===== src/bt_air_pkg.sv =====
`default_nettype none

// air-interface side: access-code sync words and captured payloads
package bt_air_pkg;

  ////////////////////////////////////////////////////////////////////////////
  // sizes
  ////////////////////////////////////////////////////////////////////////////

  // access-code sync word length
  localparam int SYNC_BITS = 64;

  // capture register width, upper bound of the payload length
  localparam int MAX_CAPTURE_BITS = 32;

  ////////////////////////////////////////////////////////////////////////////
  // types
  ////////////////////////////////////////////////////////////////////////////

  // one sync word, or the window of the last SYNC_BITS received bits
  typedef logic [SYNC_BITS-1:0] sync_word_t;

  // agreeing positions, 0 up to SYNC_BITS inclusive
  typedef logic [$clog2(SYNC_BITS+1)-1:0] match_count_t;

  // payload word taken after a sync hit, first bit in bit 0
  typedef logic [MAX_CAPTURE_BITS-1:0] capture_word_t;

endpackage

`default_nettype wire


===== src/bt_regs_pkg.sv =====
`default_nettype none

// host side: AXI4-Lite widths, responses and the register map
package bt_regs_pkg;

  localparam int AXIL_ADDR_BITS = 8;
  localparam int AXIL_DATA_BITS = 32;

  typedef logic [AXIL_ADDR_BITS-1:0] axil_addr_t;
  typedef logic [AXIL_DATA_BITS-1:0] axil_data_t;

  typedef enum logic [1:0] {
    RESP_OKAY   = 2'b00,
    RESP_SLVERR = 2'b10
  } axi_resp_e;

  // byte offsets of the registers
  typedef enum axil_addr_t {
    REG_CTRL    = 8'h00,
    REG_THRESH  = 8'h04,
    REG_SYNC_LO = 8'h08,
    REG_SYNC_HI = 8'h0C,
    REG_STATUS  = 8'h10,
    REG_CAPTURE = 8'h14
  } reg_addr_e;

  // field positions
  localparam int CTRL_ENABLE_BIT = 0;
  localparam int CTRL_CLEAR_BIT  = 1;
  localparam int STATUS_DONE_BIT = 0;
  localparam int STATUS_HITS_LSB = 8;
  localparam int HIT_COUNT_BITS  = 8;

  // allows four mismatching sync bits out of 64
  localparam int THRESH_RESET = 60;

endpackage

`default_nettype wire


===== src/rx_bit_sampler.sv =====
`timescale 1ns/1ns
`default_nettype none

module rx_bit_sampler #(
  parameter int CYCLES_PER_BIT = 6
) (
  input  wire  clk_6M,
  input  wire  rstz,
  input  wire  rxbit,
  output logic bit_valid,
  output logic bit_data
);

  localparam int CNT_BITS = (CYCLES_PER_BIT > 1) ? $clog2(CYCLES_PER_BIT) : 1;

  logic [1:0]          rx_sync;
  logic [CNT_BITS-1:0] cycle_cnt;
  logic                tick;

  // rxbit comes from outside the clock domain
  always_ff @(posedge clk_6M or negedge rstz)
  begin
    if (!rstz)
      rx_sync <= 2'b00;
    else
      rx_sync <= {rx_sync[0], rxbit};
  end

  ////////////////////////////////////////////////////////////////////////////
  // bit period strobe, free running from reset release
  ////////////////////////////////////////////////////////////////////////////

  assign tick = (cycle_cnt == CNT_BITS'(CYCLES_PER_BIT - 1));

  always_ff @(posedge clk_6M or negedge rstz)
  begin
    if (!rstz)
      cycle_cnt <= '0;
    else if (tick)
      cycle_cnt <= '0;
    else
      cycle_cnt <= cycle_cnt + 1'b1;
  end

  // one sample per period, whatever the input phase
  always_ff @(posedge clk_6M or negedge rstz)
  begin
    if (!rstz)
      bit_valid <= 1'b0;
    else
      bit_valid <= tick;
  end

  always_ff @(posedge clk_6M)
  begin
    if (tick)
      bit_data <= rx_sync[1];
  end

endmodule

`default_nettype wire


===== src/sync_correlator.sv =====
`timescale 1ns/1ns
`default_nettype none

module sync_correlator (
  input  wire                      clk_6M,
  input  wire                      rstz,
  input  wire                      bit_valid,
  input  wire                      bit_data,
  input  wire                      enable,
  input  wire                      busy,
  input  wire bt_air_pkg::match_count_t threshold,
  input  wire bt_air_pkg::sync_word_t   sync_word,
  output logic                     sync_hit
);

  import bt_air_pkg::*;

  sync_word_t   window;
  match_count_t match_count;
  logic         shifted;
  logic         count_valid;

  // number of positions where the two words agree
  function automatic match_count_t count_matches(sync_word_t a, sync_word_t b);
    sync_word_t   agree;
    match_count_t total;
    agree = ~(a ^ b);
    total = '0;
    for (int i = 0; i < SYNC_BITS; i++)
    begin
      total = total + match_count_t'(agree[i]);
    end
    return total;
  endfunction

  ////////////////////////////////////////////////////////////////////////////
  // sliding window
  ////////////////////////////////////////////////////////////////////////////

  // new bits enter at the top, so the oldest one ends up in bit 0
  always_ff @(posedge clk_6M or negedge rstz)
  begin
    if (!rstz)
      window <= '0;
    else if (bit_valid)
      window <= {bit_data, window[SYNC_BITS-1:1]};
  end

  ////////////////////////////////////////////////////////////////////////////
  // match count and hit decision
  ////////////////////////////////////////////////////////////////////////////

  // count stage lags the window by one cycle
  always_ff @(posedge clk_6M)
  begin
    if (shifted)
      match_count <= count_matches(window, sync_word);
  end

  always_ff @(posedge clk_6M or negedge rstz)
  begin
    if (!rstz)
    begin
      shifted     <= 1'b0;
      count_valid <= 1'b0;
      sync_hit    <= 1'b0;
    end
    else
    begin
      shifted     <= bit_valid;
      count_valid <= shifted;
      // no new hit while a payload is being taken or held
      sync_hit    <= count_valid & enable & ~busy & (match_count >= threshold);
    end
  end

endmodule

`default_nettype wire


===== src/payload_capture.sv =====
`timescale 1ns/1ns
`default_nettype none

module payload_capture #(
  parameter int CAPTURE_BITS = 32
) (
  input  wire                        clk_6M,
  input  wire                        rstz,
  input  wire                        bit_valid,
  input  wire                        bit_data,
  input  wire                        sync_hit,
  input  wire                        clear,
  output logic                       busy,
  output logic                       done,
  output bt_air_pkg::capture_word_t  capture_word
);

  import bt_air_pkg::*;

  localparam int IDX_BITS = $clog2(MAX_CAPTURE_BITS);

  typedef enum logic [1:0] {
    CAP_IDLE,
    CAP_COLLECT,
    CAP_HOLD
  } cap_state_e;

  cap_state_e          state;
  logic [IDX_BITS-1:0] bit_cnt;
  capture_word_t       payload_reg;

  always_ff @(posedge clk_6M or negedge rstz)
  begin
    if (!rstz)
    begin
      state       <= CAP_IDLE;
      bit_cnt     <= '0;
      payload_reg <= '0;
    end
    else if (clear)
      state <= CAP_IDLE;
    else
    begin
      case (state)
        CAP_IDLE:
          if (sync_hit)
          begin
            state       <= CAP_COLLECT;
            bit_cnt     <= '0;
            payload_reg <= '0;
          end
        CAP_COLLECT:
          if (bit_valid)
          begin
            // first payload bit goes to bit 0
            payload_reg[bit_cnt] <= bit_data;
            if (bit_cnt == IDX_BITS'(CAPTURE_BITS - 1))
              state <= CAP_HOLD;
            else
              bit_cnt <= bit_cnt + 1'b1;
          end
        default:
          // result stays until the host clears it
          state <= CAP_HOLD;
      endcase
    end
  end

  assign busy         = (state != CAP_IDLE);
  assign done         = (state == CAP_HOLD);
  assign capture_word = payload_reg;

endmodule

`default_nettype wire


===== src/axil_regs.sv =====
`timescale 1ns/1ns
`default_nettype none

module axil_regs (
  input  wire                            clk_6M,
  input  wire                            rstz,
  input  wire                            awvalid,
  output logic                           awready,
  input  wire bt_regs_pkg::axil_addr_t   awaddr,
  input  wire                            wvalid,
  output logic                           wready,
  input  wire bt_regs_pkg::axil_data_t   wdata,
  output logic                           bvalid,
  input  wire                            bready,
  output bt_regs_pkg::axi_resp_e         bresp,
  input  wire                            arvalid,
  output logic                           arready,
  input  wire bt_regs_pkg::axil_addr_t   araddr,
  output logic                           rvalid,
  input  wire                            rready,
  output bt_regs_pkg::axil_data_t        rdata,
  output bt_regs_pkg::axi_resp_e         rresp,
  input  wire                            sync_hit,
  input  wire                            done,
  input  wire bt_air_pkg::capture_word_t capture_word,
  output logic                           enable,
  output logic                           clear,
  output bt_air_pkg::match_count_t       threshold,
  output bt_air_pkg::sync_word_t         sync_word
);

  import bt_air_pkg::*;
  import bt_regs_pkg::*;

  logic                      aw_held;
  logic                      w_held;
  axil_addr_t                aw_addr_q;
  axil_data_t                w_data_q;
  logic                      aw_fire;
  logic                      w_fire;
  logic                      wr_go;
  axil_addr_t                wr_addr;
  axil_data_t                wr_data;
  axi_resp_e                 wr_resp;
  logic                      ar_fire;
  axil_data_t                rd_data;
  axi_resp_e                 rd_resp;
  logic [HIT_COUNT_BITS-1:0] hit_count;

  ////////////////////////////////////////////////////////////////////////////
  // write channels
  ////////////////////////////////////////////////////////////////////////////

  assign awready = ~aw_held & ~bvalid;
  assign wready  = ~w_held & ~bvalid;
  assign aw_fire = awvalid & awready;
  assign w_fire  = wvalid & wready;

  // address and data may come in either order, or together
  assign wr_go   = (aw_held | aw_fire) & (w_held | w_fire);
  assign wr_addr = aw_held ? aw_addr_q : awaddr;
  assign wr_data = w_held ? w_data_q : wdata;

  always_comb
  begin
    case (reg_addr_e'(wr_addr))
      REG_CTRL, REG_THRESH, REG_SYNC_LO, REG_SYNC_HI: wr_resp = RESP_OKAY;
      default:                                        wr_resp = RESP_SLVERR;
    endcase
  end

  always_ff @(posedge clk_6M)
  begin
    if (aw_fire)
      aw_addr_q <= awaddr;
    if (w_fire)
      w_data_q <= wdata;
  end

  always_ff @(posedge clk_6M or negedge rstz)
  begin
    if (!rstz)
    begin
      aw_held   <= 1'b0;
      w_held    <= 1'b0;
      bvalid    <= 1'b0;
      bresp     <= RESP_OKAY;
      enable    <= 1'b0;
      clear     <= 1'b0;
      threshold <= match_count_t'(THRESH_RESET);
      sync_word <= '0;
    end
    else
    begin
      clear <= 1'b0;
      if (wr_go)
      begin
        aw_held <= 1'b0;
        w_held  <= 1'b0;
        bvalid  <= 1'b1;
        bresp   <= wr_resp;
        case (reg_addr_e'(wr_addr))
          REG_CTRL:
          begin
            enable <= wr_data[CTRL_ENABLE_BIT];
            clear  <= wr_data[CTRL_CLEAR_BIT];
          end
          REG_THRESH:  threshold <= wr_data[$bits(match_count_t)-1:0];
          REG_SYNC_LO: sync_word[AXIL_DATA_BITS-1:0] <= wr_data;
          REG_SYNC_HI: sync_word[SYNC_BITS-1:AXIL_DATA_BITS] <= wr_data;
          default:     ;
        endcase
      end
      else
      begin
        if (aw_fire)
          aw_held <= 1'b1;
        if (w_fire)
          w_held <= 1'b1;
        if (bready)
          bvalid <= 1'b0;
      end
    end
  end

  // saturating count of detected sync words
  always_ff @(posedge clk_6M or negedge rstz)
  begin
    if (!rstz)
      hit_count <= '0;
    else if (clear)
      hit_count <= '0;
    else if (sync_hit && hit_count != '1)
      hit_count <= hit_count + 1'b1;
  end

  ////////////////////////////////////////////////////////////////////////////
  // read channel
  ////////////////////////////////////////////////////////////////////////////

  assign arready = ~rvalid;
  assign ar_fire = arvalid & arready;

  always_comb
  begin
    rd_data = '0;
    rd_resp = RESP_OKAY;
    case (reg_addr_e'(araddr))
      REG_CTRL:    rd_data[CTRL_ENABLE_BIT] = enable;
      REG_THRESH:  rd_data[$bits(match_count_t)-1:0] = threshold;
      REG_SYNC_LO: rd_data = sync_word[AXIL_DATA_BITS-1:0];
      REG_SYNC_HI: rd_data = sync_word[SYNC_BITS-1:AXIL_DATA_BITS];
      REG_STATUS:
      begin
        rd_data[STATUS_DONE_BIT]                   = done;
        rd_data[STATUS_HITS_LSB +: HIT_COUNT_BITS] = hit_count;
      end
      REG_CAPTURE: rd_data = capture_word;
      default:     rd_resp = RESP_SLVERR;
    endcase
  end

  always_ff @(posedge clk_6M or negedge rstz)
  begin
    if (!rstz)
    begin
      rvalid <= 1'b0;
      rdata  <= '0;
      rresp  <= RESP_OKAY;
    end
    else if (ar_fire)
    begin
      rvalid <= 1'b1;
      rdata  <= rd_data;
      rresp  <= rd_resp;
    end
    else if (rready)
      rvalid <= 1'b0;
  end

endmodule

`default_nettype wire


===== src/bt_rx_top.sv =====
`timescale 1ns/1ns
`default_nettype none

module bt_rx_top #(
  parameter int CYCLES_PER_BIT = 6,
  parameter int CAPTURE_BITS   = 32
) (
  input  wire                          clk_6M,
  input  wire                          rstz,
  input  wire                          rxbit,
  input  wire                          awvalid,
  output logic                         awready,
  input  wire bt_regs_pkg::axil_addr_t awaddr,
  input  wire                          wvalid,
  output logic                         wready,
  input  wire bt_regs_pkg::axil_data_t wdata,
  output logic                         bvalid,
  input  wire                          bready,
  output bt_regs_pkg::axi_resp_e       bresp,
  input  wire                          arvalid,
  output logic                         arready,
  input  wire bt_regs_pkg::axil_addr_t araddr,
  output logic                         rvalid,
  input  wire                          rready,
  output bt_regs_pkg::axil_data_t      rdata,
  output bt_regs_pkg::axi_resp_e       rresp
);

  import bt_air_pkg::*;

  logic          bit_valid;
  logic          bit_data;
  logic          enable;
  logic          clear;
  logic          sync_hit;
  logic          busy;
  logic          done;
  match_count_t  threshold;
  sync_word_t    sync_word;
  capture_word_t capture_word;

  ////////////////////////////////////////////////////////////////////////////
  // receive path
  ////////////////////////////////////////////////////////////////////////////

  rx_bit_sampler #(
    .CYCLES_PER_BIT (CYCLES_PER_BIT)
  ) i_rx_bit_sampler (
    .clk_6M    (clk_6M),
    .rstz      (rstz),
    .rxbit     (rxbit),
    .bit_valid (bit_valid),
    .bit_data  (bit_data)
  );

  sync_correlator i_sync_correlator (
    .clk_6M    (clk_6M),
    .rstz      (rstz),
    .bit_valid (bit_valid),
    .bit_data  (bit_data),
    .enable    (enable),
    .busy      (busy),
    .threshold (threshold),
    .sync_word (sync_word),
    .sync_hit  (sync_hit)
  );

  payload_capture #(
    .CAPTURE_BITS (CAPTURE_BITS)
  ) i_payload_capture (
    .clk_6M       (clk_6M),
    .rstz         (rstz),
    .bit_valid    (bit_valid),
    .bit_data     (bit_data),
    .sync_hit     (sync_hit),
    .clear        (clear),
    .busy         (busy),
    .done         (done),
    .capture_word (capture_word)
  );

  // host register port
  axil_regs i_axil_regs (
    .clk_6M       (clk_6M),
    .rstz         (rstz),
    .awvalid      (awvalid),
    .awready      (awready),
    .awaddr       (awaddr),
    .wvalid       (wvalid),
    .wready       (wready),
    .wdata        (wdata),
    .bvalid       (bvalid),
    .bready       (bready),
    .bresp        (bresp),
    .arvalid      (arvalid),
    .arready      (arready),
    .araddr       (araddr),
    .rvalid       (rvalid),
    .rready       (rready),
    .rdata        (rdata),
    .rresp        (rresp),
    .sync_hit     (sync_hit),
    .done         (done),
    .capture_word (capture_word),
    .enable       (enable),
    .clear        (clear),
    .threshold    (threshold),
    .sync_word    (sync_word)
  );

endmodule

`default_nettype wire


===== config.mk =====
export PLATFORM = sky130hd
export DESIGN_NAME = bt_rx_top
export DESIGN_NICKNAME = d
export VERILOG_FILES = /design/src/bt_air_pkg.sv /design/src/bt_regs_pkg.sv /design/src/rx_bit_sampler.sv /design/src/sync_correlator.sv /design/src/payload_capture.sv /design/src/axil_regs.sv /design/src/bt_rx_top.sv
export SDC_FILE = /design/constraint.sdc
export NUM_CORES = 1
export LEC_CHECK = 0
export ABC_AREA = 1
export BUFFER_PORTS_ARGS = -buffer_cell sky130_fd_sc_hd__buf_2
export CORE_MARGIN = 1.5
export CORE_UTILIZATION = 30
export DETAILED_ROUTE_END_ITERATION = 10
export GPL_TIMING_DRIVEN = 0
export PLACE_DENSITY = 0.55
export SLEW_MARGIN = 40
export SYNTH_ARGS = -nofsm -noshare
export SYNTH_HDL_FRONTEND = slang
export SYNTH_SLANG_ARGS = --single-unit

===== constraint.sdc =====
create_clock -name clk_6M -period 7.2 [get_ports clk_6M]
set_input_delay 0.36 -clock clk_6M [delete_from_list [all_inputs] [get_ports clk_6M]]
set_output_delay 0.36 -clock clk_6M [all_outputs]
set_load 0.02 [all_outputs]

==> reports/metrics.cfg, run 1 <==
[clock_tree]
numCtsBuffers=35
ctsHoldBuffers=3
cts.path.max_buffers=3
cts_root_buf=clkbuf_16
ctsHtreeMaxLevel=2
cts_setup_buffers=0
clkLatencyLatePin_ns=0.52
cts.sinks=279
cts_tree=built
cts_resized=0
clk_pin_slew_worst_paths_ns=0.06

[synth]
ys.flop_type=dfrtp_1
yosysMostFrequentCell=nand2_1
syn_area_um2=15400
yosys-top-cells-count=nand2_1 (626), inv_1 (260), dfrtp_1 (227)
ys_seq_area_share_pct=46.9
async_reset_ff_share_pct=82.8
synth_top_area_share_pct=36.9
avgSynthCellArea_um2=8.51
synth_cell_type_count=41
postSynthCellCount=1810
synth_area_leaders=dfrtp_1 (37%), nand2_1 (15%), edfxtp_1 (9.4%), fa_1 (7.0%), inv_1 (6.3%)
synth_edf_count=48
yosys.area.top_type=dfrtp_1
ys_ff_latch=279
ys_warn_count=0

[timing]
period_needed_ns=6.87
slew_violations=0
hold_viol_final=0
tns_ns=0
fin_crit_sh_pct=95.5
slew_headroom_pct=46.7
rsz0062_at_grt=no
tightest_slew_ns=0.777
holdWs_ns=0.0275
timing.final.ws_setup_ns=0.326
clock.fmax_ghz=0.145
finClkSkew_ns=0.0110
setup_viol=0

[routing]
antenna_left=0
wirelength_um=42400
vias=11900
drt_first_iter_violations=844
via_per_inst=4.47
route.detailed.wl_per_inst_um=16.0
drc_errors=0
dr.pass1.iters=5

[power_and_ir_drop]
vdd_ir_drop_max_mv=0.313
p_leak_uw=0.00959
p_per_area_nw_per_um2=367

[global_route]
grt_overflow=0
grt_max_degree=67
grt_pass1_vias=11800
antenna_found_initial=0
grt_usage_pct=16.3
grt_pass1_wl_um=66600

[min_path]
hp-start=wdata[5]
holdPathEnd=i_axil_regs.w_data_q[5]
hold_path_depth=1
hold_path_class=in2reg

[setup_path]
cp.required_ns=7.54
path_class=reg2reg
r2r_slack_ns=0.33
worst_setup_path_start_kind=flop
reg2reg_depth=18
cp_cell_sequence=xnor2_1 > ha_1 > inv_1 > fa_1 > fa_1 > fa_1 > fa_1 > fa_1 > fa_1 > fa_1 > inv_1 > fa_1 > fa_1 > inv_1 > fa_1 > o21ai_0 > a21oi_1 > o21bai_1
worst_setup_path_end_kind=flop
rr_endpoint=i_sync_correlator.match_count[6]
slowest_stage=fa_1
slowest_delay_ns=0.56
cpMostUsedCell=fa_1
arrival_ns=7.21
reg2reg_from=i_axil_regs.sync_word[0]
crit_path_max_fanout=3

[floorplan]
dieHeight_um=230
die_w_um=230
rows=82
start_util_pct=30.6
ios=97
dieArea_um2=52700
core_um2=50400

[job]
maxCapViolCount=0

[placed_design]
place.gp.congestion=0.890
post-place-cells=2584
post-dp-hpwl_um=33300
pre_cts_slack_ns=0.384
port_buffers=94

[final_layout]
drive_above_1_share_pct=14.0
syn2layout_area_growth_pct=17.1
fill_cells=5251
layout.cells.non_filler=2649
nNetsFinal=2091
fin_util_pct=35.8
multi_input_area_um2=6730
diodes=0
seqCellArea_um2=7230

[status]
status=finished, final reports clean

-- report_power, final --
part / leakage [µW] / total, µW / internal (µW) / switching, µW
logic: 0.00575 / 2840 / 1100 / 1740
registers: 0.00326 / 2030 / 1880 / 145
clock network: 0.000584 / 1770 / 1080 / 687
total: 0.00959 / 6630 / 4060 / 2570
-- routing by layer --
metal	GRT usage, %	routed length (µm)	vias to the layer above	share of wire [%]
li1	-	-	5865	-
met4	3.62	756	0	1.8
met2	25.7	19000	258	45
met1	23.4	20300	5670	48
met5	0	0	-	0
met3	2.79	2300	58	5.4
-- metrics by stage --
step / cell area [µm²] / total power (µW)
after floorplan: 15400 / 4130
after global placement: 16700 / 4810
after detailed placement: 16900 / 4910
after CTS: 18000 / 6710
after global routing: 18000 / 7160
final: 18000 / 6630
-- worst max-delay path by stage --
stage                              from  slack (ns)  cells past startpoint                               end
2_1_floorplan  i_axil_regs.sync_word[0]        0.93                     17  i_sync_correlator.match_count[4]
6_report       i_axil_regs.sync_word[0]        0.33                     18  i_sync_correlator.match_count[6]
5_1_grt        i_axil_regs.sync_word[0]        0.04                     18  i_sync_correlator.match_count[6]
3_5_place_dp   i_axil_regs.sync_word[0]        0.38                     18  i_sync_correlator.match_count[6]
4_1_cts        i_axil_regs.sync_word[0]        0.31                     18  i_sync_correlator.match_count[6]
3_3_place_gp   i_axil_regs.sync_word[0]        0.40                     18  i_sync_correlator.match_count[6]
-- logic make-up after synthesis --
group                    count (synthesis)  synth area share, %
AND/OR/NAND/NOR                        894                 24.6
buffers and inverters                  349                 9.51
flip-flops                             279                 46.9
AO/OA/AOI/OAI                          102                 3.50
adder cells (fa/ha/maj)                 83                 9.37
XOR/XNOR                                70                 3.98
multiplexers                            32                 2.08
other                                    1               0.0243
-- worst max-delay path, delay by kind of cell (launching register included) --
kind	cells	cell delay, ns
fa+ha+maj	11	5.24
flops	1	0.48
compound gates	3	0.63
xor+xnor	1	0.17
buf+inv	3	0.17
-- layout make-up --
cell class	instances	area share, %
Tap cell	672	4.66
Inverter	270	5.62
Buffer	79	2.50
Clock buffer	47	5.73
Timing Repair Buffer	104	3.44
Clock inverter	15	0.707
Multi-Input combinational cell	1183	37.3
Sequential cell	279	40.0
-- state kept, by name, indices dropped and copies added (netlist names), 2 cells and up --
register,flops
i_axil_regs.aw_addr_q,8
i_axil_regs.hit_count,8
i_axil_regs.rdata,32
i_axil_regs.sync_word,64
i_axil_regs.threshold,7
i_axil_regs.w_data_q,32
i_payload_capture.bit_cnt,5
i_payload_capture.capture_word,32
i_payload_capture.state,2
i_rx_bit_sampler.cycle_cnt,3
i_rx_bit_sampler.rx_sync,2
i_sync_correlator.match_count,7
i_sync_correlator.window,64
-- layout by cell type (no fill, tap or decap), types with 14 or more instances in the layout --
master     instances
nand2_1          626
inv_1            260
dfrtp_1          227
nand3_1          166
buf_2            130
o21ai_0           58
fa_1              54
edfxtp_1          48
xor2_1            39
clkbuf_16         38
nor2_1            35
mux2i_1           32
xnor2_1           31
ha_1              29
o21ai_1           28
clkbuf_1          25
nand2_2           19
buf_4             14
No activity file was read; power rests on OpenSTA's default activity.
==> run 2: changes to the inputs <==
Settings changed: CELL_PAD_IN_SITES_DETAIL_PLACEMENT set to 2, CELL_PAD_IN_SITES_GLOBAL_PLACEMENT set to 2, PLACE_DENSITY 0.55 to 0.76.
==> run 2 against run 1 <==
Compared with the run above:
- die area did not move
- final cell count up 1.7%
- flip-flop and latch count unchanged
- wire length up 23%
- combinational power up 8.8%
- clock skew rose by 0.015 ns
- clock power up 2%
- via count grew 6.6%
- maximum frequency down 0.33%
- critical path depth unchanged
- global-route usage grew 4.1 points
- setup slack lost 0.023 ns
- critical endpoint unchanged
- largest power group unchanged
==> reports/metrics.cfg, run 2 (same netlist as run 1, synthesis figures left out) <==
[clock_tree]
cts_setup_buffers=0
clkLatencyLatePin_ns=0.56
numCtsBuffers=37
cts.path.max_buffers=3
cts.sinks=279
clk_pin_slew_worst_paths_ns=0.05
cts_root_buf=clkbuf_16
cts_tree=built
ctsHtreeMaxLevel=2

[setup_path]
crit_path_max_fanout=3
path_class=reg2reg
cp.required_ns=7.47
worst_setup_path_end_kind=flop
arrival_ns=7.17
worst_setup_path_start_kind=flop

[timing]
hold_viol_final=0
rsz0062_at_grt=no
period_needed_ns=6.90
finClkSkew_ns=0.0261
fin_crit_sh_pct=95.8
slew_violations=0
tns_ns=0
setup_viol=0
clock.fmax_ghz=0.145
slew_headroom_pct=51.2
tightest_slew_ns=0.732

[global_route]
grt_overflow=0
grt_pass1_vias=14300
grt_pass1_wl_um=82300
grt_usage_pct=20.4
grt_max_degree=69
antenna_found_initial=2

[final_layout]
final_cell_mix=nand2_1 (626), inv_1 (260), dfrtp_1 (227)
final_common_cell=nand2_1
nNetsFinal=2133
drive_above_1_share_pct=13.8
fill_cells=5658
top_regs=i_axil_regs.sync_word: 64 flops, i_sync_correlator.window: 64 flops
fin_util_pct=36.7
syn2layout_area_growth_pct=19.9

[floorplan]
dieArea_um2=52700
start_util_pct=30.6
die_w_um=230
ios=97
core_um2=50400
dieHeight_um=230
rows=82

[placed_design]
place.gp.congestion=0.829
port_buffers=94
post-dp-hpwl_um=40700

[routing]
antenna_left=0
vias=12600
drt_first_iter_violations=463
drc_errors=0
wirelength_um=52100
route.detailed.wl_per_inst_um=19.4
via_per_inst=4.69
dr.pass1.iters=4

[power_and_ir_drop]
swShare_pct=40.4
comb_power_share_pct=44.5
p_leak_uw=0.00977
p_int_uw=4140
power.switching_uw=2800
p_seq_share_pct=29.4
vdd_ir_drop_max_mv=0.226
clockPowerShare_pct=26.1
p_per_area_nw_per_um2=376

[status]
status=finished, final reports clean

[job]
maxCapViolCount=0

[min_path]
hold_path_class=in2reg

## run 2: changes by cell type in the layout (fill, tap and decap cells not counted), sizes merged
cell / before / now
dlygate4sd3: 3 / 43
clkbuf: 68 / 77
clkinv: 12 / 6
bufinv: 2 / 1
diode: 0 / 1
inv: 271 / 272
## run 2: layer usage
metal	wire, µm	up-vias	share of wire [%]	track usage, %
li1	-	5943	-	-
met3	2250	75	4.3	3.10
met5	0	-	0	0
met1	22700	6429	44	26.2
met2	25800	188	50	35.2
met4	1320	0	2.5	6.17
## run 2: worst paths after layout
kind	from	to	slack, ns	cells after the start
setup / recovery	i_axil_regs.sync_word[0]	i_sync_correlator.match_count[6]	0.30	18
hold / removal	wdata[21]	i_axil_regs.w_data_q[21]	0.03	1
setup reg to reg	i_axil_regs.sync_word[0]	i_sync_correlator.match_count[6]	0.30	18
hold reg to reg	i_rx_bit_sampler.rx_sync[0]	i_rx_bit_sampler.rx_sync[1]	0.36	0
max in group asynchronous	rstz	i_axil_regs.sync_word[18]	5.81	4
min in group asynchronous	rstz	i_rx_bit_sampler.rx_sync[1]	0.35	2
## run 2: repair_timing
item                       4_1_cts  5_1_grt
hold endpoints to repair        95        0
hold buffers                    43        0
gates resized for setup          0        2
setup endpoints to repair        0        1
## run 2: final cells by class
class	instances	area, µm²	share of cell area (%)
Sequential cell	279	7230	39.1
Multi-Input combinational cell	1183	6740	36.5
Clock buffer	56	1100	5.94
Timing Repair Buffer	144	1020	5.53
Inverter	270	1010	5.49
Tap cell	672	841	4.55
Buffer	79	452	2.45
Clock inverter	9	77.6	0.420
Antenna cell	1	2.50	0.0135
## run 2: stage by stage
stage	hold slack, ns	instances	total power [µW]	worst slack [ns]	cell area (µm²)
floorplan	0.0644	1811	4130	0.933	15400
global placement	0.343	2577	4850	0.442	16700
detailed placement	0.331	2584	5170	0.0844	16900
CTS	0.00253	2692	7050	0.0367	18500
global route	0.0166	2692	7500	0.0631	18500
finish	0.0315	2693	6940	0.304	18500
## run 2: critical path, stage by stage, from the launching register on
cell and delay [ns]:
dfrtp_1 0.47, xnor2_1 0.16, ha_1 0.29, inv_1 0.06
fa_1 0.51, fa_1 0.53, fa_1 0.53, fa_1 0.54
fa_1 0.55, fa_1 0.55, fa_1 0.56, inv_1 0.06
fa_1 0.50, fa_1 0.50, inv_1 0.11, fa_1 0.24
o21ai_1 0.12, a21oi_1 0.21, o21bai_2 0.11
## run 2: power groups by stage
stage | Combinational, µW | Sequential [µW] | Clock (µW)
finish | 3090 | 2040 | 1810
global route | 3510 | 2060 | 1930
CTS | 3140 | 2040 | 1870
detailed placement | 3110 | 2070 | 0
global placement | 2780 | 2070 | 0
floorplan | 2120 | 2010 | 0
==> run 3: changes to the inputs <==
Settings changed: CORE_UTILIZATION 30 to 38, PLACE_DENSITY 0.76 to 0.91.
==> run 3 against run 2 <==
Compared with the run above:
- clock skew increased by 0.0010 ns
- clock power hardly changed
- total power rose by 3.4%
- highest routed layer unchanged
- register-to-register slack worse by 0.13 ns
- flip-flop and latch count unchanged
- sequential share of layout area up 0.62 points
- global-route usage up 8.9 points
- count of clock-buffer cells in the layout is 1 higher
- setup slack worse by 0.13 ns
- combinational power increased by 7.8%
- sequential power is essentially flat
- critical path depth unchanged
==> reports/metrics.cfg, run 3 (same netlist as run 1, synthesis figures left out) <==
[status]
status=finished, final reports clean

[floorplan]
core_um2=39900
ios=97
rows=73
dieHeight_um=204
die_w_um=204
start_util_pct=38.6
dieArea_um2=41800

[routing]
via_per_inst=5.21
drt_first_iter_violations=630
drc_errors=0
route.detailed.wl_per_inst_um=23.5
dr.pass1.iters=5
vias=13200
wirelength_um=59700
antenna_left=0

[final_layout]
final_common_cell=nand2_1
syn2layout_area_growth_pct=18.0
top_regs=i_axil_regs.sync_word: 64 flops, i_sync_correlator.window: 64 flops
final_cell_mix=nand2_1 (626), inv_1 (260), dfrtp_1 (227)
diodes=0
nNetsFinal=2127
drive_above_1_share_pct=13.3
fin_util_pct=45.6

[min_path]
hold_path_depth=1
hp-start=wdata[30]
hold_path_class=in2reg

[timing]
period_needed_ns=7.03
fin_crit_sh_pct=97.6
tns_ns=0
hold_viol_final=0
setup_viol=0
tightest_slew_ns=0.750
slew_headroom_pct=50.0
timing.final.ws_setup_ns=0.171
clock.fmax_ghz=0.142
rsz0062_at_grt=no
slew_violations=0
finClkSkew_ns=0.0271

[setup_path]
worst_setup_path_start_kind=flop
worst_setup_path_end_kind=flop
cp.required_ns=7.58
reg2reg_from=i_axil_regs.sync_word[0]
critPathLaunch=i_axil_regs.sync_word[0]
reg2reg_depth=18
arrival_ns=7.41
crit_path_max_fanout=3
path_class=reg2reg

[placed_design]
place.gp.congestion=0.869
port_buffers=94
pre_cts_slack_ns=0.229
post-dp-hpwl_um=42800

[global_route]
grt_usage_pct=29.4
grt_overflow=0
antenna_found_initial=2
grt_pass1_wl_um=91300
grt_max_degree=72
grt_pass1_vias=15100

[clock_tree]
cts_root_buf=clkbuf_16
clk_pin_slew_worst_paths_ns=0.06
numCtsBuffers=35
cts_tree=built
cts.sinks=279
clkLatencyLatePin_ns=0.56
cts.path.max_buffers=3
ctsHtreeMaxLevel=2

[power_and_ir_drop]
p_per_area_nw_per_um2=395
p_leak_uw=0.00971
vdd_ir_drop_max_mv=0.311

[job]
maxCapViolCount=0

## run 3: stage by stage
step / hold WS, ns / total power, µW / area (µm²) / instances
after floorplan: 0.0644 / 4130 / 15400 / 1811
after global placement: 0.341 / 4830 / 16500 / 2430
after detailed placement: 0.302 / 5170 / 16700 / 2437
after CTS: 0.000203 / 7200 / 18200 / 2539
after global routing: 0.00904 / 7530 / 18200 / 2539
final: 0.0141 / 7180 / 18200 / 2539
## run 3: what timing repair did
action / in CTS / in global routing
endpoints found under the hold margin: 83 / 0
resized for setup: 0 / 1
buffers inserted: 0 / 0
endpoints found under the setup margin: 0 / 2
hold buffers: 39 / 0
## run 3: routing by layer
metal / up-vias / GRT usage, % / part of all wire (%)
met4: 0 / 13.8 / 4.6
met5: - / 0 / 0
li1: 5918 / - / -
met1: 6833 / 35.0 / 41
met3: 147 / 4.45 / 3.9
met2: 324 / 51.8 / 51
## run 3: power by group
part           total (µW)  switching, µW  internal (µW)
combinational        3330           2130           1200
sequential           2050            168           1880
clock                1800            744           1050
## run 3: final timing paths
kind | end | slack, ns
setup reg to reg | i_sync_correlator.match_count[6] | 0.17
setup / recovery | i_sync_correlator.match_count[6] | 0.17
min in group asynchronous | i_rx_bit_sampler.rx_sync[0] | 0.32
max in group asynchronous | i_sync_correlator.window[29] | 5.87
hold reg to reg | i_rx_bit_sampler.rx_sync[1] | 0.35
hold / removal | i_axil_regs.w_data_q[30] | 0.01
## run 3: final cells by class
type                            count  area [µm²]
Inverter                          270        1010
Fill cell                        4329       21700
Clock buffer                       57        1030
Buffer                             79         452
Sequential cell                   279        7230
Timing Repair Buffer              140         978
Multi-Input combinational cell   1183        6730
Clock inverter                      6        95.1
Tap cell                          525         657
## run 3: worst max-delay path, cell delays in order, from the launching register on
cell      delay (ns)
dfrtp_1         0.48
xnor2_1         0.19
ha_1            0.34
inv_1           0.08
fa_1            0.52
fa_1            0.56
fa_1            0.54
fa_1            0.54
fa_1            0.53
fa_1            0.59
fa_1            0.58
inv_1           0.08
fa_1            0.58
fa_1            0.25
inv_1           0.08
fa_1            0.40
o21ai_1         0.23
a21oi_1         0.10
o21bai_1        0.17
